$ cat src/logic/caster_params.svh
/* Caster sizes and timing constants */

`ifndef CASTER_PARAMS_SVH
`define CASTER_PARAMS_SVH

// Raster counters and porch inputs
`define CNT_W 11
`define PORCH_W 8

// Framebuffer stream, 4 state words per clock
`define PIX_PER_CLK 4
`define STATE_W 16
`define DRIVE_W 2
`define GRAY_W 4
`define SEQ_W 6

// Waveform table, read address is {seq, target, source}
`define LUT_AW 14
`define LUT_WAW 12

// Scan timing
`define VS_DELAY 8
// Equals the register depth from bi_ready to bo_valid
`define PIPE_LEAD 4

`endif
$ cat src/logic/caster_pkg.sv
/* Caster shared types */

`default_nettype none

`include "caster_params.svh"

package caster_pkg;

    typedef enum logic [1:0] {
        SCAN_IDLE    = 2'd0,
        SCAN_WAITING = 2'd1,
        SCAN_RUNNING = 2'd2
    } scan_state_e;

    // Per-pixel mode, the word carries its own frame counter
    typedef struct packed {
        logic               mode;
        logic               rsvd;
        logic [`GRAY_W-1:0] src;
        logic [`SEQ_W-1:0]  cnt;
        logic [`GRAY_W-1:0] tgt;
    } fb_pixel_t;

    // Auto mode, frame count comes from the shared counter
    typedef struct packed {
        logic                                 mode;
        logic [`STATE_W-2*`GRAY_W-2:0]        rsvd;
        logic [`GRAY_W-1:0]                   src;
        logic [`GRAY_W-1:0]                   tgt;
    } fb_auto_t;

    // Same word, decoded by its top bit
    typedef union packed {
        fb_pixel_t pix;
        fb_auto_t  alut;
    } fb_state_u;

endpackage

`default_nettype wire

$ cat src/logic/wvfm_addr_stage.sv
/* Waveform address stage */

`timescale 1ns/1ps
`default_nettype none

`include "caster_params.svh"

module wvfm_addr_stage (
    input  wire                                 clk,
    input  wire                                 rst,
    input  wire                                 bi_ready,
    input  wire                                 ready_ok,
    input  wire [`STATE_W*`PIX_PER_CLK-1:0]     bi_pixel,
    input  wire [`SEQ_W-1:0]                    auto_cnt,
    input  wire [`SEQ_W-1:0]                    lut_frames,
    output logic [`LUT_AW-1:0]                  rd_addr0,
    output logic [`LUT_AW-1:0]                  rd_addr1,
    output logic [`LUT_AW-1:0]                  rd_addr2,
    output logic [`LUT_AW-1:0]                  rd_addr3,
    output logic [`STATE_W*`PIX_PER_CLK-1:0]    words,
    output logic                                seq_ok,
    output logic                                seq_valid
);

    // Stream data lags ready by one cycle
    logic ready_d;
    logic ok_d;
    logic [`LUT_AW-1:0] addr_d [`PIX_PER_CLK];

    always_comb begin
        caster_pkg::fb_state_u w;
        logic [`SEQ_W-1:0] cnt;
        logic [`GRAY_W-1:0] src;
        for (int i = 0; i < `PIX_PER_CLK; i++) begin
            w = bi_pixel[i*`STATE_W +: `STATE_W];
            if (w.alut.mode) begin
                cnt = auto_cnt;
                src = w.alut.src;
            end else begin
                cnt = w.pix.cnt;
                src = w.pix.src;
            end
            // Target is the low nibble in both views
            addr_d[i] = {lut_frames - cnt, w.pix.tgt, src};
        end
    end

    always_ff @(posedge clk) begin
        if (rst) begin
            ready_d   <= 1'b0;
            seq_valid <= 1'b0;
        end else begin
            ready_d   <= bi_ready;
            seq_valid <= ready_d;
        end
    end

    always_ff @(posedge clk) begin
        ok_d     <= ready_ok;
        seq_ok   <= ok_d;
        words    <= bi_pixel;
        rd_addr0 <= addr_d[0];
        rd_addr1 <= addr_d[1];
        rd_addr2 <= addr_d[2];
        rd_addr3 <= addr_d[3];
    end

endmodule

`default_nettype wire

$ cat config.mk
export PLATFORM = sky130hd
export DESIGN_NAME = wvfm_addr_stage
export DESIGN_NICKNAME = d
export VERILOG_FILES = /design/src/logic/caster_pkg.sv /design/src/logic/wvfm_addr_stage.sv
export VERILOG_INCLUDE_DIRS = /design/src /design/src/logic
export SDC_FILE = /design/constraint.sdc
export NUM_CORES = 1
export LEC_CHECK = 0
export ABC_AREA = 1
export BUFFER_PORTS_ARGS = -buffer_cell sky130_fd_sc_hd__buf_2
export CORE_UTILIZATION = 40
export CTS_BUF_LIST = sky130_fd_sc_hd__clkbuf_8 sky130_fd_sc_hd__clkbuf_16
export DETAILED_ROUTE_END_ITERATION = 6
export GPL_TIMING_DRIVEN = 1
export PLACE_DENSITY = 0.82
export SLEW_MARGIN = 20
export SYNTH_ARGS = -nofsm -noshare
export SYNTH_HDL_FRONTEND = slang
export SYNTH_SLANG_ARGS = --single-unit
$ cat constraint.sdc
create_clock -name clk -period 1.7 [get_ports clk]
set_clock_uncertainty 0.05 [all_clocks]
set_input_delay 0.17 -clock clk [delete_from_list [all_inputs] [get_ports clk]]
set_output_delay 0.17 -clock clk [all_outputs]
set_load 0.005 [all_outputs]
==> out/results.txt <==
Hold Startpoint -> bi_pixel[4]
number of synthesized register bits -> 108
Final ANT Viol Nets -> 0
Final Setup Violations -> 0
vias in the first global route -> 3689
initial antenna violation count -> 0
vias -> 3572
fin crit share -> 96.9%
Placed Cells incl. Taps -> 700
Initial Util -> 41.8%
CTS clock-pin slew for the worst setup and hold paths -> 100 ps
Die Width -> 98.1 um
CTS buffer count -> 9
Seq/Total Area, Yosys -> 58.5%
R2R depth -> 2
Crit path top cell by count -> nand2_1
Worst slew margin -> 76.7%
DRC viols -> 18
launching point of the worst reg2reg path -> ready_d$_SDFF_PP0_
outcome -> complete, but fails checks
Leak Pwr -> 3.05 nW
gpl congestion -> 0.851
CP max-delay cell -> dlygate4sd3_1
Die Area -> 9630 um^2
crit start category -> primary input
I/O pins -> 202
core area -> 8850 um^2
CTS H-tree depth -> 3
clk root buf -> clkbuf_8
Avg Inst Size Synth -> 9.22 um^2
CP Data Arrival Time -> 1860 ps
total congestion overflow -> 0
Crit path largest cell delay -> 530 ps
Critical Path End Type -> register
Final Slew Violations -> 0
warnings from Yosys -> 0
hold path cells -> 3
routed length per instance -> 14.6 um
Die Span Y -> 98.1 um
CP Class -> in -> reg
WHS Endpoint -> rd_addr0[0]$_DFF_P_
largest net degree at the start of global routing -> 20
Final Hold Vio Count -> 0
GR Util All Layers -> 23.5%
Clk Latency, worst-skew pair -> 350 ps
HPWL Detailed -> 7950 um
commonest register cell after synthesis -> dfxtp_1
post-layout min period -> 1650 ps
CTS tree -> yes
pwr dens -> 951 nW/um^2
crit-path max FO -> 3
synthesized area -> 3700 um^2
# nets final -> 772
Final Instance Count excl. Fillers -> 781
CTS sink cnt -> 108
Post-synth EDFFs -> 0
Starting DRT DRC Count -> 134
most common cell in the netlist -> nand2_1
Critical Path RT -> 1910 ps
area grow syn2layout -> 51.9%
vias per cell -> 4.57
HP Class -> in -> reg
Slew @ Worst Pin -> 349 ps
Max-cap violations -> 0
Yosys top cell area share -> 58.5%
Synth cell types -> 16
peak supply drop -> 0.000486 V
Synth area leader -> dfxtp_1
layout cells sized above 1 -> 34.9%
row count -> 34
FMAX -> 607 MHz
number of buffers added on ports -> 201
Pre-antenna DRT Iters -> 7
n_diodes -> 0
Worst R2R End -> seq_valid$_SDFF_PP0_
first-pass GRT wire length -> 17400 um
Post-Syn Instances -> 401
CTS Buffer Depth -> 2
failing checks -> DRC
total negative slack -> 0 ps
ys async rst share -> 0%
Post-synth top cells -> nand2_1 (137), dfxtp_1 (108), inv_1 (43)
post-synth net total -> 505
slack of the worst reg-to-reg path -> 1100 ps
cell breakdown of the critical path -> dlygate4sd3_1, buf_2, o21ai_1, ha_1, or2_2, nand3_1, nand2_1, nand2_1, nand2_1
final WL -> 11400 um
top cells by area, synth -> dfxtp_1 (58%), nand2_1 (14%), ha_1 (6.8%), inv_1 (4.4%), buf_4 (3.2%)
==> metrics by stage <==
step | hold WS [ps] | setup WS (ps) | area (um^2) | total power, mW | util, %
after CTS | 11.1 | 13.3 | 5600 | 5.37 | 63.2
after global routing | 21.8 | -4.07 | 5620 | 5.61 | 63.5
after detailed placement | 224 | -18.8 | 4770 | 3.82 | 53.9
after global placement | 222 | 84.2 | 4770 | 3.79 | 53.9
after floorplan | 148 | 221 | 3700 | 3.34 | -
final | 27.7 | 52.8 | 5620 | 5.34 | 63.5
==> area by class of cell <==
type	instances	area (um^2)
inverter	47	176
clock inverter	7	57.6
clock buffer	9	124
timing repair buffer	276	1740
multi-input combinational	226	1230
fill	751	3230
sequential	108	2160
tap	108	135
==> worst max path at each step <==
stage,cells after the start,end,from
after CTS,8,rd_addr2[12]$_DFF_P_,bi_pixel[37]
after global routing,9,rd_addr2[12]$_DFF_P_,bi_pixel[36]
after floorplan,8,rd_addr3[12]$_DFF_P_,bi_pixel[63]
final,9,rd_addr0[13]$_DFF_P_,bi_pixel[6]
after global placement,9,rd_addr3[12]$_DFF_P_,auto_cnt[1]
after detailed placement,9,rd_addr1[12]$_DFF_P_,auto_cnt[1]
==> worst max-delay path: cells and delay by family <==
kind | cells | cell delay [ps]
and+or+nand+nor | 5 | 580
AOI/OAI and AO/OA | 1 | 140
adders and majority gates | 1 | 280
buffers and inverters | 2 | 680
==> kinds of logic after synthesis <==
group	share of synthesized area [%]
compound gates	3.25
xor+xnor	2.84
fa+ha+maj	8.93
buf+inv	8.56
flops	58.5
simple gates	17.9
==> where the power goes <==
group	switching (mW)	total, mW	internal [mW]
clock network	0.879	1.44	0.560
registers	0.0685	2.84	2.77
logic	0.525	1.06	0.533
total	1.47	5.34	3.87
==> layout by cell type, fill, tap and decap left out, drive strengths merged, types with 4 or more instances in the layout <==
cell type and count:
buf 212, nand3 18, a21oi 8, inv 53, nand3b 4, nand2 137
clkbuf 9, nor2 6, ha 20, fa 4, o21ai 16, dlygate4sd3 64
xnor2 5, dfxtp 108, xor2 7
==> timing repair <==
action | in CTS | in global routing
endpoints found under the hold margin | 80 | 0
setup buffers | 0 | 1
resized for setup | 0 | 7
hold buffers | 64 | 0
setup endpoints to repair | 0 | 4
==> per-layer routing <==
| layer | track usage (%) | vias to the layer above | wire length [um] |
|---|---|---|---|
| met5 | 0 | - | 0 |
| met4 | 11.5 | 0 | 225 |
| met3 | 5.58 | 22 | 730 |
| met2 | 44.7 | 145 | 6080 |
| met1 | 23.9 | 1659 | 4380 |
| li1 | - | 1746 | - |
==> registers in the layout, indices dropped and copies added (netlist names) <==
name,cells
words,64
ok_d,1
rd_addr0,10
rd_addr3,10
rd_addr2,10
rd_addr1,10
seq_valid,1
ready_d,1
seq_ok,1
(Power assumes the default switching activity.)
