===== src/logic/caster_params.svh =====
/* Caster sizes and timing constants */

`ifndef CASTER_PARAMS_SVH
`define CASTER_PARAMS_SVH

// Raster counters and porch inputs
`define CNT_W 11
`define PORCH_W 8

// Framebuffer stream, 4 state words per clock
`define PIX_PER_CLK 4
`define STATE_W 16
`define DRIVE_W 2
`define GRAY_W 4
`define SEQ_W 6

// Waveform table, read address is {seq, target, source}
`define LUT_AW 14
`define LUT_WAW 12

// Scan timing
`define VS_DELAY 8
// Equals the register depth from bi_ready to bo_valid
`define PIPE_LEAD 4

`endif

===== src/logic/caster_pkg.sv =====
/* Caster shared types */

`default_nettype none

`include "caster_params.svh"

package caster_pkg;

    typedef enum logic [1:0] {
        SCAN_IDLE    = 2'd0,
        SCAN_WAITING = 2'd1,
        SCAN_RUNNING = 2'd2
    } scan_state_e;

    // Per-pixel mode, the word carries its own frame counter
    typedef struct packed {
        logic               mode;
        logic               rsvd;
        logic [`GRAY_W-1:0] src;
        logic [`SEQ_W-1:0]  cnt;
        logic [`GRAY_W-1:0] tgt;
    } fb_pixel_t;

    // Auto mode, frame count comes from the shared counter
    typedef struct packed {
        logic                                 mode;
        logic [`STATE_W-2*`GRAY_W-2:0]        rsvd;
        logic [`GRAY_W-1:0]                   src;
        logic [`GRAY_W-1:0]                   tgt;
    } fb_auto_t;

    // Same word, decoded by its top bit
    typedef union packed {
        fb_pixel_t pix;
        fb_auto_t  alut;
    } fb_state_u;

endpackage

`default_nettype wire


===== src/logic/pixel_writeback_stage.sv =====
/* Pixel drive and state writeback */

`timescale 1ns/1ps
`default_nettype none

`include "caster_params.svh"

module pixel_writeback_stage (
    input  wire                                 clk,
    input  wire                                 rst,
    input  wire [`DRIVE_W*`PIX_PER_CLK-1:0]     rd_drive,
    input  wire [`STATE_W*`PIX_PER_CLK-1:0]     words_in,
    input  wire                                 seq_ok,
    input  wire                                 seq_valid,
    input  wire [`SEQ_W-1:0]                    auto_cnt,
    output logic [15:0]                         epd_sd,
    output logic [`STATE_W*`PIX_PER_CLK-1:0]    bo_pixel,
    output logic                                bo_valid
);

    // Aligned with the table output
    logic [`STATE_W*`PIX_PER_CLK-1:0] words_d;
    logic ok_d;
    logic valid_d;

    logic [`DRIVE_W*`PIX_PER_CLK-1:0] drive_nxt;
    logic [`STATE_W*`PIX_PER_CLK-1:0] words_nxt;

    always_comb begin
        caster_pkg::fb_state_u w;
        caster_pkg::fb_state_u nw;
        logic [`DRIVE_W-1:0] drv;
        for (int i = 0; i < `PIX_PER_CLK; i++) begin
            w   = words_d[i*`STATE_W +: `STATE_W];
            nw  = w;
            drv = rd_drive[i*`DRIVE_W +: `DRIVE_W];
            if (!w.pix.mode) begin
                if (w.pix.cnt == '0) begin
                    // Transition finished, pixel idles
                    drv = '0;
                end else begin
                    nw.pix.cnt = w.pix.cnt - 1'b1;
                    if (w.pix.cnt == `SEQ_W'(1)) begin
                        nw.pix.src = w.pix.tgt;
                    end
                end
            end else if (auto_cnt == '0) begin
                nw.alut.src = w.alut.tgt;
            end
            // Killed frame, state passes through
            if (!ok_d) begin
                drv = '0;
                nw  = w;
            end
            drive_nxt[i*`DRIVE_W +: `DRIVE_W] = drv;
            words_nxt[i*`STATE_W +: `STATE_W] = nw;
        end
    end

    always_ff @(posedge clk) begin
        if (rst) begin
            valid_d  <= 1'b0;
            bo_valid <= 1'b0;
        end else begin
            valid_d  <= seq_valid;
            bo_valid <= valid_d;
        end
    end

    always_ff @(posedge clk) begin
        words_d  <= words_in;
        ok_d     <= seq_ok;
        bo_pixel <= words_nxt;
        epd_sd   <= valid_d ? {{(16 - `DRIVE_W*`PIX_PER_CLK){1'b0}}, drive_nxt} : '0;
    end

endmodule

`default_nettype wire


===== config.mk =====
export PLATFORM = sky130hd
export DESIGN_NAME = pixel_writeback_stage
export DESIGN_NICKNAME = d
export VERILOG_FILES = /design/src/logic/caster_pkg.sv /design/src/logic/pixel_writeback_stage.sv
export VERILOG_INCLUDE_DIRS = /design/src /design/src/logic
export SDC_FILE = /design/constraint.sdc
export NUM_CORES = 1
export LEC_CHECK = 0
export BUFFER_PORTS_ARGS = -buffer_cell sky130_fd_sc_hd__buf_2
export CORE_MARGIN = 3
export CORE_UTILIZATION = 51
export CTS_CLUSTER_DIAMETER = 40
export CTS_CLUSTER_SIZE = 40
export DETAILED_ROUTE_END_ITERATION = 7
export MAX_ROUTING_LAYER = met4
export PLACE_DENSITY = 0.8
export REMOVE_ABC_BUFFERS = 1
export SLEW_MARGIN = 20
export SYNTH_ARGS = -nofsm -noshare
export SYNTH_HDL_FRONTEND = slang
export SYNTH_SLANG_ARGS = --single-unit

===== constraint.sdc =====
create_clock -name clk -period 4.4 [get_ports clk]
set_input_delay 0.66 -clock clk [delete_from_list [all_inputs] [get_ports clk]]
set_output_delay 0.66 -clock clk [all_outputs]
set_load 0.02 [all_outputs]

==> out/summary.txt, run 1 <==
==================================================================================
Remaining DRCs                                                                   0
Sinks on the clock net                                                         139
Worst vdd rail ir drop                                                    385.9 uV
Total via count after detailed routing                                        3109
Fraction of post-synthesis cell area in the top cell type by area           65.18%
Outcome                                                                  completed
Initial antenna violation count                                                  2
Post-Synthesis Cells                                                           343
Area growth from synthesis to layout                                        34.53%
Number of gates resized after CTS                                                0
Worst-path clk slew                                                        0.06 ns
Final Util                                                                  72.44%
Placed standard-cell area                                             0.005089 mm^2
Area of the die                                                       0.009504 mm^2
Vias in the first global route                                                3239
Top cells by area, synth                                              sky130_fd_sc_hd__dfxtp_1, sky130_fd_sc_hd__mux2_2, sky130_fd_sc_hd__ha_1
Routed length per placed instance                                         15.37 um
Antenna Violating Nets Remaining                                                 0
Post-synthesis area per instance                                        12.45 um^2
Final WL                                                                   9624 um
Root buffer selected by CTS                                           sky130_fd_sc_hd__clkbuf_8
Height of the die                                                         97.49 um
Cell taking the most area after synthesis                             sky130_fd_sc_hd__dfxtp_1
Initial core utilization                                                    53.85%
Final number of setup-violating endpoints                                        0
Final clock period utilization by the worst path                            49.63%
Worst-skew pair later-pin latency                                          0.50 ns
Largest delay contributor family on the critical path                   flip-flops
Proportion of synthesized chip area in sequential cells                     65.18%
Placer Congestion                                                           0.8884
Setup Buffers After CTS                                                          0
Leakage                                                                0.002697 uW
Worst Max-Slew Pin Slew                                                  0.9794 ns
Share of final-layout standard cells stronger than drive strength 1         41.57%
CTS Hold Buffers Added                                                           0
Achievable clock frequency                                               457.9 MHz
Synth warnings                                                                   0
Largest net degree at the start of global routing                               27
Kind of capture point of the worst setup path                            flip-flop
Count of H-tree levels built during CTS                                          4
TritonCTS clock tree                                                           yes
Register Area                                                         0.002783 mm^2
Finished Cell Area                                                    0.005743 mm^2
Most used flip-flop cell after synthesis                              sky130_fd_sc_hd__dfxtp_1
Crit Path Class                                                       flip-flop to flip-flop
Number of fillers in the final layout                                          580
Crit path launch type                                                    flip-flop
Worst EP arrival                                                           2.58 ns
Final nets                                                                     600
Max Cap Viol                                                                     0
Required @ worst endpoint                                                  4.79 ns
Worst Path Buf+Inv                                                               0
Biggest cell delay along the critical path                                 0.96 ns
Number of CTS-inserted buffers                                                  17
Min Tclk post-route                                                       2.184 ns
Type of the most critical hold path                                   input port to flip-flop
Starting DRC count in detailed routing                                          82
Post-Syn Area                                                         0.004269 mm^2
Area of the multi-input gates                                         0.001340 mm^2
Unrepaired setup endpoints after global routing                              false
Horizontal die dimension                                                  97.49 um
Library cells used by synthesis                                                 53
Async SR Flop Fraction                                                          0%
Global route total overflow                                                      0
Total Negative Setup Slacks                                                   0 ns
Yosys reg bits                                                                 139
Final number of max-transition violations                                        0
HPWL after detailed placement                                              7000 um
Chain of cells forming the critical path                              nand2b_1 -> nor3_1 -> nand3_1 -> mux2_2
Maximum buffer depth of the clock tree                                           2
Core footprint                                                        0.007928 mm^2
Tightest slew margin relative to the limit                                  34.61%
Ports                                                                          163
Total power per unit cell area                                        544.7 mW/mm^2
Worst setup skew after layout                                          0.005139 ns
Combined global-route utilization of all metal layers                       21.26%
Max stage delay cell, worst path                                      sky130_fd_sc_hd__dfxtp_1
Wire length of the first global-routing pass                              15580 um
Via-per-instance ratio                                                       4.966
Number of enable flip-flop cells after synthesis                                 0
Final hold viol count                                                            0
Highest fanout seen on the critical path                                        26
Drt pass-1 iters                                                                 6
Placement row count                                                             32
I/O Buffers                                                                    154
==================================================================================
==> placed cells by master, fill, tap and decap left out, types with 3 or more instances in the layout <==
master                        n
sky130_fd_sc_hd__a21oi_1      8
sky130_fd_sc_hd__a221o_1      3
sky130_fd_sc_hd__a2bb2oi_1    3
sky130_fd_sc_hd__and2_1       3
sky130_fd_sc_hd__and3_1      10
sky130_fd_sc_hd__buf_2      154
sky130_fd_sc_hd__bufinv_16    5
sky130_fd_sc_hd__clkbuf_16   16
sky130_fd_sc_hd__clkinv_4     3
sky130_fd_sc_hd__conb_1       8
sky130_fd_sc_hd__dfxtp_1    139
sky130_fd_sc_hd__ha_1         9
sky130_fd_sc_hd__inv_1       18
sky130_fd_sc_hd__inv_6        4
sky130_fd_sc_hd__mux2_2      21
sky130_fd_sc_hd__mux2i_1      4
sky130_fd_sc_hd__nand2_1     18
sky130_fd_sc_hd__nand2b_1     3
sky130_fd_sc_hd__nand3_1      7
sky130_fd_sc_hd__nor2_1       7
sky130_fd_sc_hd__nor2b_1      7
sky130_fd_sc_hd__nor3_1      11
sky130_fd_sc_hd__nor4_4       3
sky130_fd_sc_hd__o21ai_0      6
sky130_fd_sc_hd__o221ai_1     3
sky130_fd_sc_hd__o22ai_1      5
sky130_fd_sc_hd__or3_1        4
==> area by class of cell <==
class,count,area share (%)
flip-flops and latches,139,48.45
diodes,2,0.08715
multi-input cells,179,23.33
well taps,102,2.222
clock inverters,15,4.096
clock buffers,17,7.211
repair buffers,154,13.42
inverters,18,1.176
==> state kept, by name, indices dropped and copies added (netlist names) <==
signal,count
bo_pixel,64
words_d,64
epd_sd,8
bo_valid,1
ok_d,1
valid_d,1
==> synthesized netlist by cell type (3+ instances only) <==
master / count
sky130_fd_sc_hd__nand2b_1: 3
sky130_fd_sc_hd__and2_1: 3
sky130_fd_sc_hd__nand3_1: 7
sky130_fd_sc_hd__nand2_1: 18
sky130_fd_sc_hd__or3_1: 4
sky130_fd_sc_hd__and3_1: 10
sky130_fd_sc_hd__a221o_1: 3
sky130_fd_sc_hd__nor2b_1: 7
sky130_fd_sc_hd__o21ai_0: 6
sky130_fd_sc_hd__mux2_2: 21
sky130_fd_sc_hd__inv_1: 18
sky130_fd_sc_hd__a2bb2oi_1: 3
sky130_fd_sc_hd__o221ai_1: 3
sky130_fd_sc_hd__ha_1: 9
sky130_fd_sc_hd__nor2_1: 7
sky130_fd_sc_hd__nor3_1: 11
sky130_fd_sc_hd__dfxtp_1: 139
sky130_fd_sc_hd__nor4_4: 3
sky130_fd_sc_hd__o22ai_1: 5
sky130_fd_sc_hd__mux2i_1: 4
sky130_fd_sc_hd__a21oi_1: 8
sky130_fd_sc_hd__buf_4: 9
==> final timing paths <==
check                      startpoint                   end  slack (ns)  depth (start not counted)
hold / removal           words_in[47]   words_d[47]$_DFF_P_        0.25                          1
setup reg to reg         ok_d$_DFF_P_  bo_pixel[44]$_DFF_P_        2.22                          4
setup / recovery         ok_d$_DFF_P_  bo_pixel[44]$_DFF_P_        2.22                          4
hold reg to reg   words_d[62]$_DFF_P_  bo_pixel[62]$_DFF_P_        0.33                          0
==> stage by stage <==
stage	power, uW	hold WS, ns	cells	setup slack [ns]
after floorplan	1514	0.3096	336	2.684
after global placement	1606	0.3098	592	2.419
after detailed placement	1614	0.3144	592	2.277
after CTS	3149	0.2238	624	2.249
after global routing	3232	0.2213	626	2.013
final	3128	0.2509	626	2.216
==> logic make-up after synthesis <==
group,Yosys count,share of synthesized area [%]
AO/OA/AOI/OAI,47,8.031
XOR/XNOR,3,0.6156
adder cells (fa/ha/maj),9,2.638
buffers and inverters,32,4.044
flip-flops,139,65.18
multiplexers,25,6.477
other,1,0.08784
AND/OR/NAND/NOR,87,12.92
==> metal layers <==
| metal | track usage, % | vias to the layer above | wire length (um) |
|---|---|---|---|
| met3 | 7.107 | 16 | 614 |
| li1 | - | 1526 | - |
| met4 | 9.052 | 0 | 195 |
| met2 | 35.90 | 123 | 4984 |
| met1 | 22.81 | 1444 | 3829 |
| met5 | - | - | 0 |
==> power by group <==
part | total [uW] | switching [uW] | internal, uW | leakage (uW)
clock network | 1540 | 549 | 990 | 0.000316
logic | 213 | 121 | 91.7 | 0.00121
registers | 1380 | 44.4 | 1330 | 0.00117
Power figures use the tool's default switching activity.
==> inputs of run 2 (changes only) <==
--- a/config.mk
+++ b/config.mk
@@ -8,12 +8,12 @@
 export LEC_CHECK = 0
 export BUFFER_PORTS_ARGS = -buffer_cell sky130_fd_sc_hd__buf_2
 export CORE_MARGIN = 3
-export CORE_UTILIZATION = 51
+export CORE_UTILIZATION = 43
 export CTS_CLUSTER_DIAMETER = 40
 export CTS_CLUSTER_SIZE = 40
 export DETAILED_ROUTE_END_ITERATION = 7
 export MAX_ROUTING_LAYER = met4
-export PLACE_DENSITY = 0.8
+export PLACE_DENSITY = 0.71
 export REMOVE_ABC_BUFFERS = 1
 export SLEW_MARGIN = 20
 export SYNTH_ARGS = -nofsm -noshare
==> constraint.sdc (replaced) <==
create_clock -name clk -period 1.9 [get_ports clk]
set_input_delay 0.285 -clock clk [delete_from_list [all_inputs] [get_ports clk]]
set_output_delay 0.285 -clock clk [all_outputs]
set_load 0.02 [all_outputs]
==> run 2 against run 1 <==
Final area increased by 14%; core utilization decreased by 3.2 points; sequential cell count unchanged; setup slack got worse by 2.0 ns; non-clock buffer count increased by 80; clock skew increased by 0.00095 ns; power increased by 130%; combinational power increased to 3.0 times the previous value; critical endpoint is now bo_pixel[13]$_DFF_P_; largest cell class unchanged; largest power group unchanged.
==> out/summary.txt, run 2 (same netlist as run 1, synthesis figures left out) <==
==================================================================================
Largest net degree at the start of global routing                               17   was 27
Maximum buffer depth of the clock tree                                           2   unchanged
Setup Buffers After CTS                                                          0   unchanged
Worst vdd rail ir drop                                                    659.4 uV   was 385.9 uV
Total via count after detailed routing                                        3444   was 3109
Global route total overflow                                                      0   unchanged
Portion of total power attributed to sequential cells                        43.5%   was 44.0%
Via-per-instance ratio                                                       4.718   was 4.966
Area of the die                                                       0.01116 mm^2   was 0.009504 mm^2
Placement row count                                                             35   was 32
Initial antenna violation count                                                  0   was 2
Number of fillers in the final layout                                          684   was 580
Drt pass-1 iters                                                                 4   was 6
Share of total power consumed by net switching                              21.41%   was 22.84%
Biggest cell delay along the critical path                                 0.43 ns   was 0.96 ns
Final number of max-transition violations                                        0   unchanged
Share of power burned in the clock network                                   47.8%   was 49.2%
Number of cells on the critical path                                             5   was 4
Total power consumption of the routed design                               7301 uW   was 3128 uW
Required @ worst endpoint                                                  2.28 ns   was 4.79 ns
Achievable clock frequency                                               577.4 MHz   was 457.9 MHz
Worst setup skew after layout                                          0.006086 ns   was 0.005139 ns
HPWL after detailed placement                                              7058 um   was 7000 um
Final clock period utilization by the worst path                            91.16%   was 49.63%
Starting DRC count in detailed routing                                          97   was 82
Chain of cells forming the critical path                              inv_1 -> ha_1 -> nor2_1 -> and3_1 -> mux2_2   was nand2b_1 -> nor3_1 -> nand3_1 -> mux2_2
Leakage                                                                0.003028 uW   was 0.002697 uW
Worst EP arrival                                                           2.12 ns   was 2.58 ns
Core footprint                                                        0.009459 mm^2   was 0.007928 mm^2
Total power per unit cell area                                        1115 mW/mm^2   was 544.7 mW/mm^2
Wire length of the first global-routing pass                              16780 um   was 15580 um
Number of gates resized after CTS                                                0   unchanged
Top flop regs                                                         bo_pixel (64), words_d (64), epd_sd (8)   unchanged
Initial core utilization                                                    45.13%   was 53.85%
Sinks on the clock net                                                         139   unchanged
Most frequent cells in the layout                                     sky130_fd_sc_hd__buf_2, sky130_fd_sc_hd__dfxtp_1, sky130_fd_sc_hd__dlygate4sd3_1, sky130_fd_sc_hd__mux2_2   was sky130_fd_sc_hd__buf_2, sky130_fd_sc_hd__dfxtp_1, sky130_fd_sc_hd__mux2_2, sky130_fd_sc_hd__inv_1, sky130_fd_sc_hd__nand2_1
Crit path launch type                                                    flip-flop   unchanged
Ports                                                                          163   unchanged
Final nets                                                                     680   was 600
Hold path startpoint                                                   rd_drive[6]   was words_in[47]
Internal reg-to-reg setup slack                                            0.17 ns   was 2.22 ns
Area of the multi-input gates                                         0.001340 mm^2   unchanged
Remaining DRCs                                                                   0   unchanged
Largest delay contributor family on the critical path                   flip-flops   unchanged
Unrepaired setup endpoints after global routing                              false   unchanged
Final hold viol count                                                            0   unchanged
Worst-path clk slew                                                        0.06 ns   about the same
Endpoint of the worst hold-timing path                                epd_sd[6]$_SDFF_PN0_   was words_d[47]$_DFF_P_
Relative contribution of combinational cells to total power                   8.8%   was 6.8%
Height of the die                                                         105.6 um   was 97.49 um
Horizontal die dimension                                                  105.6 um   was 97.49 um
Register Area                                                         0.002783 mm^2   unchanged
Hold_ws                                                                 0.03995 ns   was 0.2509 ns
Power dissipated by switching net loads                                    1563 uW   was 714.5 uW
CTS Hold Buffers Added                                                          72   was 0
I/O Buffers                                                                    154   unchanged
Total Negative Setup Slacks                                                   0 ns   unchanged
Root buffer selected by CTS                                           sky130_fd_sc_hd__clkbuf_8   unchanged
Type of the most critical hold path                                   input port to flip-flop   unchanged
Combined global-route utilization of all metal layers                       19.90%   was 21.26%
Antenna Violating Nets Remaining                                                 0   unchanged
Share of final-layout standard cells stronger than drive strength 1         36.61%   was 41.57%
Vias in the first global route                                                3447   was 3239
Outcome                                                                  completed   unchanged
R2R depth                                                                        5   was 4
Placer Congestion                                                           0.8641   was 0.8884
Min Tclk post-route                                                       1.732 ns   was 2.184 ns
Routed length per placed instance                                         14.61 um   was 15.37 um
Number of CTS-inserted buffers                                                  17   unchanged
Final number of setup-violating endpoints                                        0   unchanged
Worst-skew pair later-pin latency                                          0.50 ns   about the same
Worst Path Buf+Inv                                                               1   was 0
Number of diodes added for antenna fixing                                        0   was 2
Max Cap Viol                                                                     0   unchanged
Commonest non-fill, non-tap cell in the layout                        sky130_fd_sc_hd__buf_2   unchanged
Final WL                                                                  10660 um   was 9624 um
Origin of the critical flop-to-flop path                              words_d[4]$_DFF_P_   was ok_d$_DFF_P_
Highest fanout seen on the critical path                                         7   was 26
Max stage delay cell, worst path                                      sky130_fd_sc_hd__dfxtp_1   unchanged
Pint                                                                       5738 uW   was 2414 uW
TritonCTS clock tree                                                           yes   unchanged
Count of H-tree levels built during CTS                                          4   unchanged
Reg2Reg Capture Point                                                 bo_pixel[13]$_DFF_P_   was bo_pixel[44]$_DFF_P_
Area growth from synthesis to layout                                        53.34%   was 34.53%
Crit Path Class                                                       flip-flop to flip-flop   unchanged
Kind of capture point of the worst setup path                            flip-flop   unchanged
Count of cells along the worst hold path                                         2   was 1
==================================================================================
## run 2: cell type report
cell class                      instances  area share (%)
Clock buffer                           21           6.862
Clock inverter                         10           2.886
Inverter                               18           1.032
Multi-Input combinational cell        179           20.47
Sequential cell                       139           42.51
Tap cell                              129           2.466
Timing Repair Buffer                  234           23.78
## run 2: worst max-delay path by stage
stage,startpoint,to,slack (ns)
final,words_d[4]$_DFF_P_,bo_pixel[13]$_DFF_P_,0.17
after detailed placement,words_d[4]$_DFF_P_,bo_pixel[10]$_DFF_P_,0.25
after global placement,words_d[4]$_DFF_P_,bo_pixel[11]$_DFF_P_,0.30
after global routing,words_d[4]$_DFF_P_,bo_pixel[13]$_DFF_P_,0.06
after CTS,words_d[4]$_DFF_P_,bo_pixel[10]$_DFF_P_,0.22
after floorplan,ok_d$_DFF_P_,bo_pixel[10]$_DFF_P_,0.19
## run 2: per-stage QoR
stage	cell area [um^2]	setup WS [ns]	cells	util (%)
2_1_floorplan	4190	0.1879	336	-
3_3_place_gp	5167	0.2996	625	54.63
3_5_place_dp	5167	0.2459	625	54.63
4_1_cts	6526	0.2215	728	68.99
5_1_grt	6546	0.05688	730	69.21
6_report	6546	0.1680	730	69.21
## run 2: layer usage
metal	up-vias	GRT usage, %	part of all wire [%]
met2	121	34.11	53
met1	1627	21.87	40
met4	0	7.678	1.8
met3	16	5.756	5.3
li1	1680	-	-
met5	-	-	0
## run 2: power groups by stage
| stage | clock [uW] | sequential (uW) | combinational (uW) |
|---|---|---|---|
| floorplan | 0 | 3340 | 163 |
| global placement | 0 | 3230 | 506 |
| detailed placement | 0 | 3230 | 514 |
| CTS | 3550 | 3170 | 633 |
| global route | 3700 | 3190 | 688 |
| finish | 3490 | 3170 | 640 |
