`src/logic/caster_params.svh`:
```
/* Caster sizes and timing constants */

`ifndef CASTER_PARAMS_SVH
`define CASTER_PARAMS_SVH

// Raster counters and porch inputs
`define CNT_W 11
`define PORCH_W 8

// Framebuffer stream, 4 state words per clock
`define PIX_PER_CLK 4
`define STATE_W 16
`define DRIVE_W 2
`define GRAY_W 4
`define SEQ_W 6

// Waveform table, read address is {seq, target, source}
`define LUT_AW 14
`define LUT_WAW 12

// Scan timing
`define VS_DELAY 8
// Equals the register depth from bi_ready to bo_valid
`define PIPE_LEAD 4

`endif
```
`src/logic/caster_pkg.sv`:
```
/* Caster shared types */

`default_nettype none

`include "caster_params.svh"

package caster_pkg;

    typedef enum logic [1:0] {
        SCAN_IDLE    = 2'd0,
        SCAN_WAITING = 2'd1,
        SCAN_RUNNING = 2'd2
    } scan_state_e;

    // Per-pixel mode, the word carries its own frame counter
    typedef struct packed {
        logic               mode;
        logic               rsvd;
        logic [`GRAY_W-1:0] src;
        logic [`SEQ_W-1:0]  cnt;
        logic [`GRAY_W-1:0] tgt;
    } fb_pixel_t;

    // Auto mode, frame count comes from the shared counter
    typedef struct packed {
        logic                                 mode;
        logic [`STATE_W-2*`GRAY_W-2:0]        rsvd;
        logic [`GRAY_W-1:0]                   src;
        logic [`GRAY_W-1:0]                   tgt;
    } fb_auto_t;

    // Same word, decoded by its top bit
    typedef union packed {
        fb_pixel_t pix;
        fb_auto_t  alut;
    } fb_state_u;

endpackage

`default_nettype wire

```
`src/logic/scan_timing.sv`:
```
/* EPD scan timing and driver strobes */

`timescale 1ns/1ps
`default_nettype none

`include "caster_params.svh"

module scan_timing (
    input  wire                 clk,
    input  wire                 rst,
    input  wire                 vin_vsync,
    input  wire                 sys_ready,
    input  wire                 global_en,
    input  wire [`PORCH_W-1:0]  vfp,
    input  wire [`PORCH_W-1:0]  vsync,
    input  wire [`PORCH_W-1:0]  vbp,
    input  wire [`CNT_W-1:0]    vact,
    input  wire [`PORCH_W-1:0]  hfp,
    input  wire [`PORCH_W-1:0]  hsync,
    input  wire [`PORCH_W-1:0]  hbp,
    input  wire [`CNT_W-1:0]    hact,
    input  wire [`SEQ_W-1:0]    lut_frames,
    input  wire                 bi_valid,
    output logic                bi_ready,
    output logic                ready_ok,
    output logic [`SEQ_W-1:0]   auto_cnt,
    output logic                b_trigger,
    output logic                epd_gdclk,
    output logic                epd_gdsp,
    output logic                epd_sdle,
    output logic                epd_sdce0,
    output logic                epd_sdclk
);

    caster_pkg::scan_state_e state;
    logic [`CNT_W-1:0] h_cnt;
    logic [`CNT_W-1:0] v_cnt;
    // Cleared on underrun, masks the rest of the frame
    logic frame_ok;

    logic [`CNT_W-1:0] v_sync_start;
    logic [`CNT_W-1:0] v_bp_start;
    logic [`CNT_W-1:0] v_act_start;
    logic [`CNT_W-1:0] v_total;
    logic [`CNT_W-1:0] h_sync_start;
    logic [`CNT_W-1:0] h_bp_start;
    logic [`CNT_W-1:0] h_act_start;
    logic [`CNT_W-1:0] h_total;
    logic [`CNT_W-1:0] rdy_start;
    logic [`CNT_W-1:0] rdy_end;

    logic running;
    logic in_vsync;
    logic in_vact;
    logic in_hsync;
    logic in_hbp;
    logic in_hact;

    // Region boundaries, order is fp, sync, bp, act
    assign v_sync_start = `CNT_W'(vfp);
    assign v_bp_start   = v_sync_start + `CNT_W'(vsync);
    assign v_act_start  = v_bp_start + `CNT_W'(vbp);
    assign v_total      = v_act_start + vact;
    assign h_sync_start = `CNT_W'(hfp);
    assign h_bp_start   = h_sync_start + `CNT_W'(hsync);
    assign h_act_start  = h_bp_start + `CNT_W'(hbp);
    assign h_total      = h_act_start + hact;

    // Ready window opens early to cover the pipeline
    assign rdy_start = h_act_start - `CNT_W'(`PIPE_LEAD);
    assign rdy_end   = h_total - `CNT_W'(`PIPE_LEAD);

    assign running  = (state == caster_pkg::SCAN_RUNNING);
    assign in_vsync = running && (v_cnt >= v_sync_start) && (v_cnt < v_bp_start);
    assign in_vact  = running && (v_cnt >= v_act_start);
    assign in_hsync = running && (h_cnt >= h_sync_start) && (h_cnt < h_bp_start);
    assign in_hbp   = running && (h_cnt >= h_bp_start) && (h_cnt < h_act_start);
    assign in_hact  = running && (h_cnt >= h_act_start);

    always_ff @(posedge clk) begin
        if (rst) begin
            state    <= caster_pkg::SCAN_IDLE;
            h_cnt    <= '0;
            v_cnt    <= '0;
            auto_cnt <= '0;
            frame_ok <= 1'b0;
        end else begin
            case (state)
                caster_pkg::SCAN_IDLE: begin
                    h_cnt <= '0;
                    v_cnt <= '0;
                    if (sys_ready && global_en && vin_vsync) begin
                        state <= caster_pkg::SCAN_WAITING;
                    end
                end
                caster_pkg::SCAN_WAITING: begin
                    // h_cnt doubles as the wait timer
                    if (h_cnt == `CNT_W'(`VS_DELAY)) begin
                        state    <= caster_pkg::SCAN_RUNNING;
                        h_cnt    <= '0;
                        frame_ok <= 1'b1;
                        if (auto_cnt == '0) begin
                            auto_cnt <= lut_frames;
                        end else begin
                            auto_cnt <= auto_cnt - 1'b1;
                        end
                    end else begin
                        h_cnt <= h_cnt + 1'b1;
                    end
                end
                caster_pkg::SCAN_RUNNING: begin
                    if (h_cnt == h_total - 1'b1) begin
                        h_cnt <= '0;
                        if (v_cnt == v_total - 1'b1) begin
                            state <= caster_pkg::SCAN_IDLE;
                        end else begin
                            v_cnt <= v_cnt + 1'b1;
                        end
                    end else begin
                        h_cnt <= h_cnt + 1'b1;
                    end
                    if (bi_ready && !bi_valid) begin
                        frame_ok <= 1'b0;
                    end
                end
                default: state <= caster_pkg::SCAN_IDLE;
            endcase
        end
    end

    // Gate clock trails the sync, bp and act columns by one cycle
    always_ff @(posedge clk) begin
        if (rst) begin
            epd_gdclk <= 1'b0;
        end else begin
            epd_gdclk <= in_hsync || in_hbp || in_hact;
        end
    end

    assign bi_ready  = in_vact && (h_cnt >= rdy_start) && (h_cnt < rdy_end);
    // An underrun beat is already killed
    assign ready_ok  = frame_ok && bi_valid;
    assign b_trigger = (state == caster_pkg::SCAN_WAITING);
    assign epd_sdle  = in_hsync;
    assign epd_gdsp  = !in_vsync;
    assign epd_sdce0 = !(in_vact && in_hact);
    assign epd_sdclk = ~clk;

endmodule

`default_nettype wire

```
`config.mk`:
```
export PLATFORM = sky130hd
export DESIGN_NAME = scan_timing
export DESIGN_NICKNAME = d
export VERILOG_FILES = /design/src/logic/caster_pkg.sv /design/src/logic/scan_timing.sv
export VERILOG_INCLUDE_DIRS = /design/src /design/src/logic
export SDC_FILE = /design/constraint.sdc
export NUM_CORES = 1
export LEC_CHECK = 0
export BUFFER_PORTS_ARGS = -buffer_cell sky130_fd_sc_hd__buf_4
export CAP_MARGIN = 20
export CORE_MARGIN = 2
export CORE_UTILIZATION = 45
export DETAILED_ROUTE_END_ITERATION = 12
export HOLD_SLACK_MARGIN = 0.02
export PLACE_DENSITY_LB_ADDON = 0.25
export REMOVE_ABC_BUFFERS = 1
export SLEW_MARGIN = 20
export SYNTH_ARGS = -nofsm -noshare
export SYNTH_HDL_FRONTEND = slang
export SYNTH_SLANG_ARGS = --single-unit
```
`constraint.sdc`:
```
create_clock -name clk -period 7.1 [get_ports clk]
set_input_delay 0.71 -clock clk [delete_from_list [all_inputs] [get_ports clk]]
set_output_delay 0.71 -clock clk [all_outputs]
set_load 0.03 [all_outputs]
```
==> results of run 1 <==
==> final timing paths <==
path                                from       end  slack, ns  cells past startpoint
worst max register to register  h_cnt[2]  h_cnt[3]       4.31                      9
worst max-delay path              hfp[0]  bi_ready       0.50                     22
worst min register to register  state[1]  state[1]       0.51                      2
worst min-delay path            state[1]  state[1]       0.51                      2
==> state kept, by name, indices dropped and copies added, names as in the netlist <==
register / flops
h_cnt: 11
state: 2
auto_cnt: 6
frame_ok: 1
epd_gdclk: 1
v_cnt: 11
==> synthesized netlist by cell type (4+ instances only) <==
master	instances
a2111oi_0	4
a211oi_1	9
a21o_1	28
a21oi_1	59
a31oi_1	4
and3_1	4
and4_1	4
clkbuf_1	10
dfxtp_1	32
fa_1	6
ha_1	148
inv_1	116
mux2i_1	14
nand2_1	46
nand2b_1	13
nand3_1	30
nand4_1	6
nor2_1	49
nor2b_1	10
nor3_1	18
nor4_1	7
o211ai_1	7
o21a_1	22
o21ai_0	28
o21bai_1	17
o2bb2ai_1	4
or3_1	4
xnor2_1	62
xor2_1	19
==> per-stage QoR <==
stage / setup WS [ns] / util, %
global placement: 0.6012 / 51.80
floorplan: 1.001 / -
CTS: 0.5056 / 52.80
finish: 0.4987 / 52.83
detailed placement: 0.5144 / 51.80
global route: 0.02849 / 52.83
==> tightest hold or removal path, cell delays in order (launching register included) <==
cell and delay [ns]:
dfxtp_1 0.33, nand2_1 0.07, mux2i_1 0.06
==> per-layer routing <==
metal,routed length (um),track usage (%),up-vias
met5,0,0,-
met1,8266,30.14,2648
met2,6740,31.21,114
met4,65,1.983,0
li1,-,-,3127
met3,595,2.706,10
==> power by group through the flow <==
stage / sequential [mW] / clock [mW] / combinational, mW
4_1_cts: 0.189 / 0.244 / 1.51
3_3_place_gp: 0.193 / 0.0232 / 1.48
2_1_floorplan: 0.192 / 0.0147 / 1.21
6_report: 0.189 / 0.236 / 1.52
3_5_place_dp: 0.193 / 0.0232 / 1.50
5_1_grt: 0.190 / 0.252 / 1.72
==> logic make-up (layout without fill, tap and decap cells) <==
family | after synthesis | in the layout
AO/OA/AOI/OAI | 210 | 210
multiplexers | 14 | 14
flip-flops | 32 | 32
adder cells (fa/ha/maj) | 154 | 154
AND/OR/NAND/NOR | 213 | 213
XOR/XNOR | 84 | 84
buffers and inverters | 131 | 220
==> cell type report <==
type	count	area share (%)
multi-input combinational	675	71.32
timing repair buffer	96	9.494
sequential	32	8.439
inverter	115	5.687
tap	184	3.033
clock buffer	8	1.978
clock inverter	1	0.04945
==> impl_metrics.toml, run 1 <==
[route]
drt-total-wl_um = 15670
via_count = 5899
drc_errors = 0
wl_per_cell_um = 14.10
ant_nets = 0
vias_per_cell = 5.310
dr.pass1.iters = 5
drt-initial-drc-count = 218

[worst_setup_path]
path_cells = "buf_4, ha_1, inv_1, fa_1, inv_1, ha_1, a21o_1, a21oi_1, o21bai_1, a21oi_1, xnor2_1, ha_1, or2_2, and4_4, or4_4, nor4_1, xnor2_1, ha_1, o21ai_0, o21ai_0, nor2_1, buf_4"
critPathLaunchType = "input port"
worstPathArrival_ns = 5.89
end_kind = "output pin"
crit_required_ns = 6.39
cpMostUsedCell = "ha_1"
worst-path-buf-inv = 4
cpLargestDelayFamily = "simple AND/OR/NAND/NOR gates"
max_stage_delay_ns = 0.59
slowest_stage = "or4_4"
cp_max_fo = 8
critPathKind = "in -> out"

[sta]
skew_ns = 0.001578
setup_violations = 0
timing.hold.ws_ns = 0.5076
period_share_pct = 92.98
timing.setup.tns_ns = 0
timing.fmax_ghz = 0.1515
rsz0062_at_grt = "no"
fin_crit_ns = 6.601
drv_slew = 0
max-slew-margin-rel_pct = 56.24
worst_slew_pin_slew_ns = 0.6540
hold_viol = 0

[cells_and_area]
fillers = 1392
mostFrequentLayoutCells = "ha_1, inv_1, buf_4"
regArea_um2 = 640.6
layout_commonest_cell = "ha_1"
drive_above_1_share_pct = 13.38
final_cell_count_no_fill = 1111
multiInputGateArea_mm2 = 0.005414
syn_to_final_growth_pct = 15.72
antenna_cells = 0
postLayoutCellArea_mm2 = 0.007591
final_nets = 1163

[floorplanning]
ios = 96
rows = 44
initial_core_util_pct = 45.65
die_x_um = 124.7
die-height_um = 124.7
core_mm2 = 0.01437
die-area_mm2 = 0.01556

[logic_synthesis]
synth_largest_area_cell = "ha_1"
syn_area_mm2 = 0.006560
synth_compound_area_share_pct = 21.57
synthTopCellsByArea = "ha_1, dfxtp_1, xnor2_1"
ys_warn_count = 0
ys_seq_elements = 32
yosys.area_share.simple_pct = 16.94
synth-main-ff-cell = "dfxtp_1"
synth_adder_area_share_pct = 30.06
synth-xor-area-share_pct = 11.75
synth_cells = 838
synth_top_area_share_pct = 28.23
syn_area_per_cell_um2 = 7.828
synth_cell_types = 67
async_reset_ff_share_pct = 0
synth_top_family_by_area = "adder cells"
synth-edff-count = 0
yosysSeqAreaShare_pct = 9.765
synth_mux_area_share_pct = 2.136

[clock_tree]
clk_pin_slew_worst_paths_ns = 0.05
post-cts-setup-buffers = 0
clk_latency_ns = 0.28
h-tree-depth = 2
cts_root_buffer = "clkbuf_16"
cts_buffers = 5
cts_buffer_depth = 2
cts_tree = "done"
hold_buffers = 0
ctsResizeCount = 0

[run]
maxCapViolations = 0

[power]
p_seq_share_pct = 9.7
p_comb_share_pct = 78.1
p_sw_share_pct = 48.94
p_int_mw = 0.9915
powerDensity_mw_per_mm2 = 255.8
ir_drop_v = 0.00009749
pwr-share-clk_pct = 12.2
power.net_switching_mw = 0.9504
power_leakage_nw = 3.759
finalPower_mw = 1.942

[placed_design]
dp_hpwl_um = 13070
port_buffers = 95
place_inst = 1104
gp_congestion = 0.8617
placed_area_mm2 = 0.007443

[grt]
grt_max_degree = 19
antenna_found_initial = 0
grt_pass1_vias = 5570
grt_pass1_wl_um = 26500
grt_use_total_pct = 19.99
overflow = 0

[status]
status = "finished clean"

[hold_path]
hold_class = "reg -> reg"
No activity file was read; power rests on OpenSTA's default activity.
==> inputs of run 2 (changes only) <==
- CORE_ASPECT_RATIO: not set -> 0.8
==> run 2 against run 1 <==
  * Design area decreased by 0.12%
  * Clock power increased by 3%
  * Global-route usage decreased by 0.43 points
==> impl_metrics.toml, run 2 (synthesis results as in run 1) <==
[cells_and_area]
layout_commonest_cell = "ha_1"
final_util_pct = 53.21
antenna_cells = 0
mostFrequentLayoutCells = "ha_1, inv_1, buf_4"
final_cell_count_no_fill = 1111
final_nets = 1162
syn_to_final_growth_pct = 15.58
drive_above_1_share_pct = 13.16
multiInputGateArea_mm2 = 0.005409
regArea_um2 = 640.6
fillers = 1422
reg_top3 = "h_cnt x11, v_cnt x11, auto_cnt x6"

[worst_setup_path]
cp_max_fo = 6
rrSetupSlack_ns = 4.33
critPathLaunchType = "input port"
critPathKind = "in -> out"
worstPathArrival_ns = 5.93
end_kind = "output pin"
crit_required_ns = 6.39

[sta]
hold_viol = 0
timing.fmax_ghz = 0.1506
timing.setup.tns_ns = 0
period_share_pct = 93.50
max-slew-margin-rel_pct = 55.64
fin_crit_ns = 6.638
drv_slew = 0
rsz0062_at_grt = "no"
setup_violations = 0
skew_ns = 0.009720
worst_slew_pin_slew_ns = 0.6629

[clock_tree]
clk_latency_ns = 0.28
clk_pin_slew_worst_paths_ns = 0.06
cts_tree = "done"
hold_buffers = 0
cts_root_buffer = "clkbuf_16"
cts_buffers = 5
h-tree-depth = 2
cts_buffer_depth = 2

[run]
maxCapViolations = 0

[placed_design]
port_buffers = 95
gp_congestion = 0.8131
dp_hpwl_um = 12660
place_inst = 1103

[floorplanning]
ios = 96
core_mm2 = 0.01425
die-area_mm2 = 0.01557
initial_core_util_pct = 46.04
rows = 39
die-height_um = 112.0
die_x_um = 139.0

[route]
drc_errors = 0
dr.pass1.iters = 4
wl_per_cell_um = 13.58
drt-total-wl_um = 15080
via_count = 5838
vias_per_cell = 5.255
drt-initial-drc-count = 342
ant_nets = 0

[status]
status = "finished clean"

[grt]
grt_pass1_vias = 5273
antenna_found_initial = 0
grt_use_total_pct = 19.56
grt_max_degree = 19
overflow = 0
grt_pass1_wl_um = 25510

[power]
ir_drop_v = 0.0001319
power_leakage_nw = 3.758
powerDensity_mw_per_mm2 = 257.9

[hold_path]
hold_class = "reg -> reg"
==> run 2: worst paths after layout <==
path                               start  cells after the start       end
worst max-delay path              hfp[0]                     26  bi_ready
worst min-delay path            state[0]                      2  state[0]
worst max register to register  h_cnt[2]                      9  h_cnt[3]
worst min register to register  state[0]                      2  state[0]
==> run 2: stage by stage <==
step                cell area (um^2)  total power, mW  worst slack, ns  hold WS, ns
finish                          7582            1.956           0.4617       0.5077
floorplan                       6485            1.416            1.001       0.4677
detailed placement              7436            1.725           0.3945       0.5044
global placement                7436            1.706           0.5399       0.4935
CTS                             7582            1.954           0.3881       0.5103
global route                    7582            2.176          0.03971       0.5511
==> run 2: per-layer routing <==
metal	global-route usage [%]	routed length, um	vias up	share of wire (%)
met5	0	0	-	0
met4	1.818	66	0	0.44
met3	2.968	806	6	5.3
met2	26.24	5496	133	36
met1	32.95	8714	2576	58
li1	-	-	3123	-
==> run 2: area by class of cell <==
type	instances	share of cell area (%)
clock buffer	8	1.980
clock inverter	2	0.09901
inverter	115	5.693
multi-input combinational	675	71.34
sequential	32	8.449
tap	184	3.036
timing repair buffer	95	9.406
==> run 2: where the power goes <==
group	internal [mW]	total (mW)	switching [mW]
sequential	0.184	0.189	0.00499
combinational	0.656	1.52	0.866
clock	0.147	0.244	0.0975
total	0.987	1.96	0.968
==> run 2: timing repair <==
| item | CTS | global route |
|---|---|---|
| buffers inserted | 0 | 0 |
| endpoints found under the setup margin | 0 | 1 |
| hold endpoints to repair | 0 | 0 |
| resized for setup | 0 | 1 |
==> run 2: worst max-delay path, stage by stage <==
cell,delay (ns)
buf_4,0.09
ha_1,0.15
inv_1,0.05
fa_1,0.56
inv_1,0.06
ha_1,0.26
a21o_1,0.17
a21oi_1,0.23
o21bai_1,0.09
a21oi_1,0.21
o21bai_1,0.09
a21oi_1,0.22
xnor2_1,0.30
ha_1,0.39
a21o_1,0.21
nor3_1,0.30
a21o_1,0.22
xnor2_1,0.30
xnor2_1,0.15
ha_1,0.29
o21ai_0,0.07
a21oi_1,0.13
nor3_1,0.06
o21ai_1,0.32
nor2_1,0.08
buf_4,0.18
==> inputs of run 3 (changes only) <==
- CORE_MARGIN: 2 -> 1.5
- CORE_UTILIZATION: 45 -> 32
==> run 3 against run 2 <==
  * Power up 4.0%
  * Die area up 37%
  * Clock skew down 0.0037 ns
  * Worst setup slack worse by 0.0088 ns
  * Critical path depth down 4
  * Sequential share of layout area down 0.18 points
  * First-iteration DRC count down 6.4%
  * Clock-buffer cell count down 2
  * Fmax down 0.13%
  * Critical path type unchanged
  * Largest cell class unchanged
  * Critical endpoint unchanged
  * Sequential cell count unchanged
  * Design area up 2.2%
==> impl_metrics.toml, run 3 (synthesis results as in run 1) <==
[run]
maxCapViolations = 0

[floorplanning]
die_x_um = 163.1
core_mm2 = 0.01997
ios = 96
die-height_um = 131.1
rows = 46
initial_core_util_pct = 32.85
die-area_mm2 = 0.02137

[grt]
antenna_found_initial = 0
grt_max_degree = 19
top_usage_layer = "met1"
grt_use_met3_pct = 2.925
grt_pass1_vias = 5508
overflow = 0
grt_pass1_wl_um = 26780
grt_use_total_pct = 15.56
met1_usage_pct = 23.98
met2_usage_pct = 22.88

[worst_setup_path]
slowest_stage = "or4_4"
critPathKind = "in -> out"
crit_required_ns = 6.39
worst-path-buf-inv = 4
critPathLaunchType = "input port"
worstPathArrival_ns = 5.94
end_kind = "output pin"
max_stage_delay_ns = 0.59
cp_max_fo = 8
rrSetupSlack_ns = 4.25
cpLargestDelayFamily = "adder cells"
cpMostUsedCell = "ha_1"
path_cells = "buf_4, ha_1, inv_1, fa_1, inv_1, ha_1, a21o_1, a21oi_1, o21bai_1, a21oi_1, xnor2_1, ha_1, or2_2, and4_4, or4_4, nor4_1, xnor2_1, ha_1, o21ai_0, o21ai_1, nor2_1, buf_4"

[status]
status = "finished clean"

[sta]
skew_ns = 0.006061
hold_viol = 0
rsz0062_at_grt = "no"
worst_slew_pin_slew_ns = 0.6548
fin_crit_ns = 6.647
timing.fmax_ghz = 0.1504
period_share_pct = 93.62
setup_violations = 0
drv_slew = 0
timing.setup.tns_ns = 0
max-slew-margin-rel_pct = 56.19

[placed_design]
place_inst = 1185
gp_congestion = 0.8617
port_buffers = 95
dp_hpwl_um = 13680
placed_area_mm2 = 0.007551

[cells_and_area]
layout_commonest_cell = "ha_1"
reg_top3 = "h_cnt x11, v_cnt x11, auto_cnt x6"
syn_to_final_growth_pct = 18.08
drive_above_1_share_pct = 13.67
postLayoutCellArea_mm2 = 0.007746
final_cell_count_no_fill = 1193
antenna_cells = 0
mostFrequentLayoutCells = "ha_1, inv_1, buf_4"
final_nets = 1164

[clock_tree]
h-tree-depth = 2
hold_buffers = 0
cts_buffer_depth = 2
cts_buffers = 5
clk_pin_slew_worst_paths_ns = 0.06
cts_tree = "done"
cts_root_buffer = "clkbuf_16"
clk_latency_ns = 0.28

[power]
powerDensity_mw_per_mm2 = 262.6
ir_drop_v = 0.0001146
power_leakage_nw = 3.788

[route]
drc_errors = 0
ant_nets = 0
wl_per_cell_um = 13.57
drt-initial-drc-count = 320
drt-total-wl_um = 16190
via_count = 5804
vias_per_cell = 4.865
dr.pass1.iters = 4

[hold_path]
hold_class = "reg -> reg"
[run 3: cell count changes in the layout (fill, tap and decap cells not counted)]
cell | before | now
bufinv_16 | 0 | 2
inv_1 | 117 | 116
clkbuf_8 | 1 | 0
nor3_2 | 0 | 1
nor3_1 | 18 | 17
clkbuf_1 | 1 | 0
clkinv_2 | 0 | 1
buf_4 | 96 | 98
[run 3: where the power goes]
part / total, mW / switching, mW / internal (mW)
registers: 0.189 / 0.00472 / 0.184
clock network: 0.310 / 0.101 / 0.209
logic: 1.54 / 0.868 / 0.668
[run 3: worst paths after layout]
check | startpoint | end | depth (start not counted)
max | hfp[0] | bi_ready | 22
min | state[1] | state[1] | 2
max reg2reg | h_cnt[2] | h_cnt[4] | 9
min reg2reg | state[1] | state[1] | 2
[run 3: metrics by stage]
stage	util, %	hold slack [ns]	total power [mW]	worst slack, ns
after floorplan	-	0.4677	1.416	1.001
after global placement	37.81	0.4889	1.732	0.4791
after detailed placement	37.81	0.4985	1.743	0.3212
after CTS	38.76	0.5103	2.040	0.3001
after global routing	38.79	0.5434	2.268	0.01331
final	38.79	0.5035	2.034	0.4529
[run 3: timing repair]
action | 4_1_cts | 5_1_grt
resized for setup | 0 | 2
endpoints found under the setup margin | 0 | 1
buffers inserted | 0 | 0
[run 3: per-layer routing]
metal  up-vias  wire (um)
li1       3140          -
met1      2549       8983
met2       111       6280
met3         4        883
met4         0         44
met5         -          0
[run 3: worst min-delay path, cell delays in order (launching register included)]
cell and delay, ns:
dfxtp_1 0.33, nand2_1 0.07, mux2i_1 0.05
[run 3: area by class of cell]
| cell class | count | area [um^2] |
|---|---|---|
| clock buffer | 6 | 132.6 |
| clock inverter | 4 | 68.82 |
| fill | 2060 | 12230 |
| inverter | 115 | 431.7 |
| multi-input combinational | 675 | 5414 |
| sequential | 32 | 640.6 |
| tap | 264 | 330.3 |
| timing repair buffer | 97 | 728.2 |
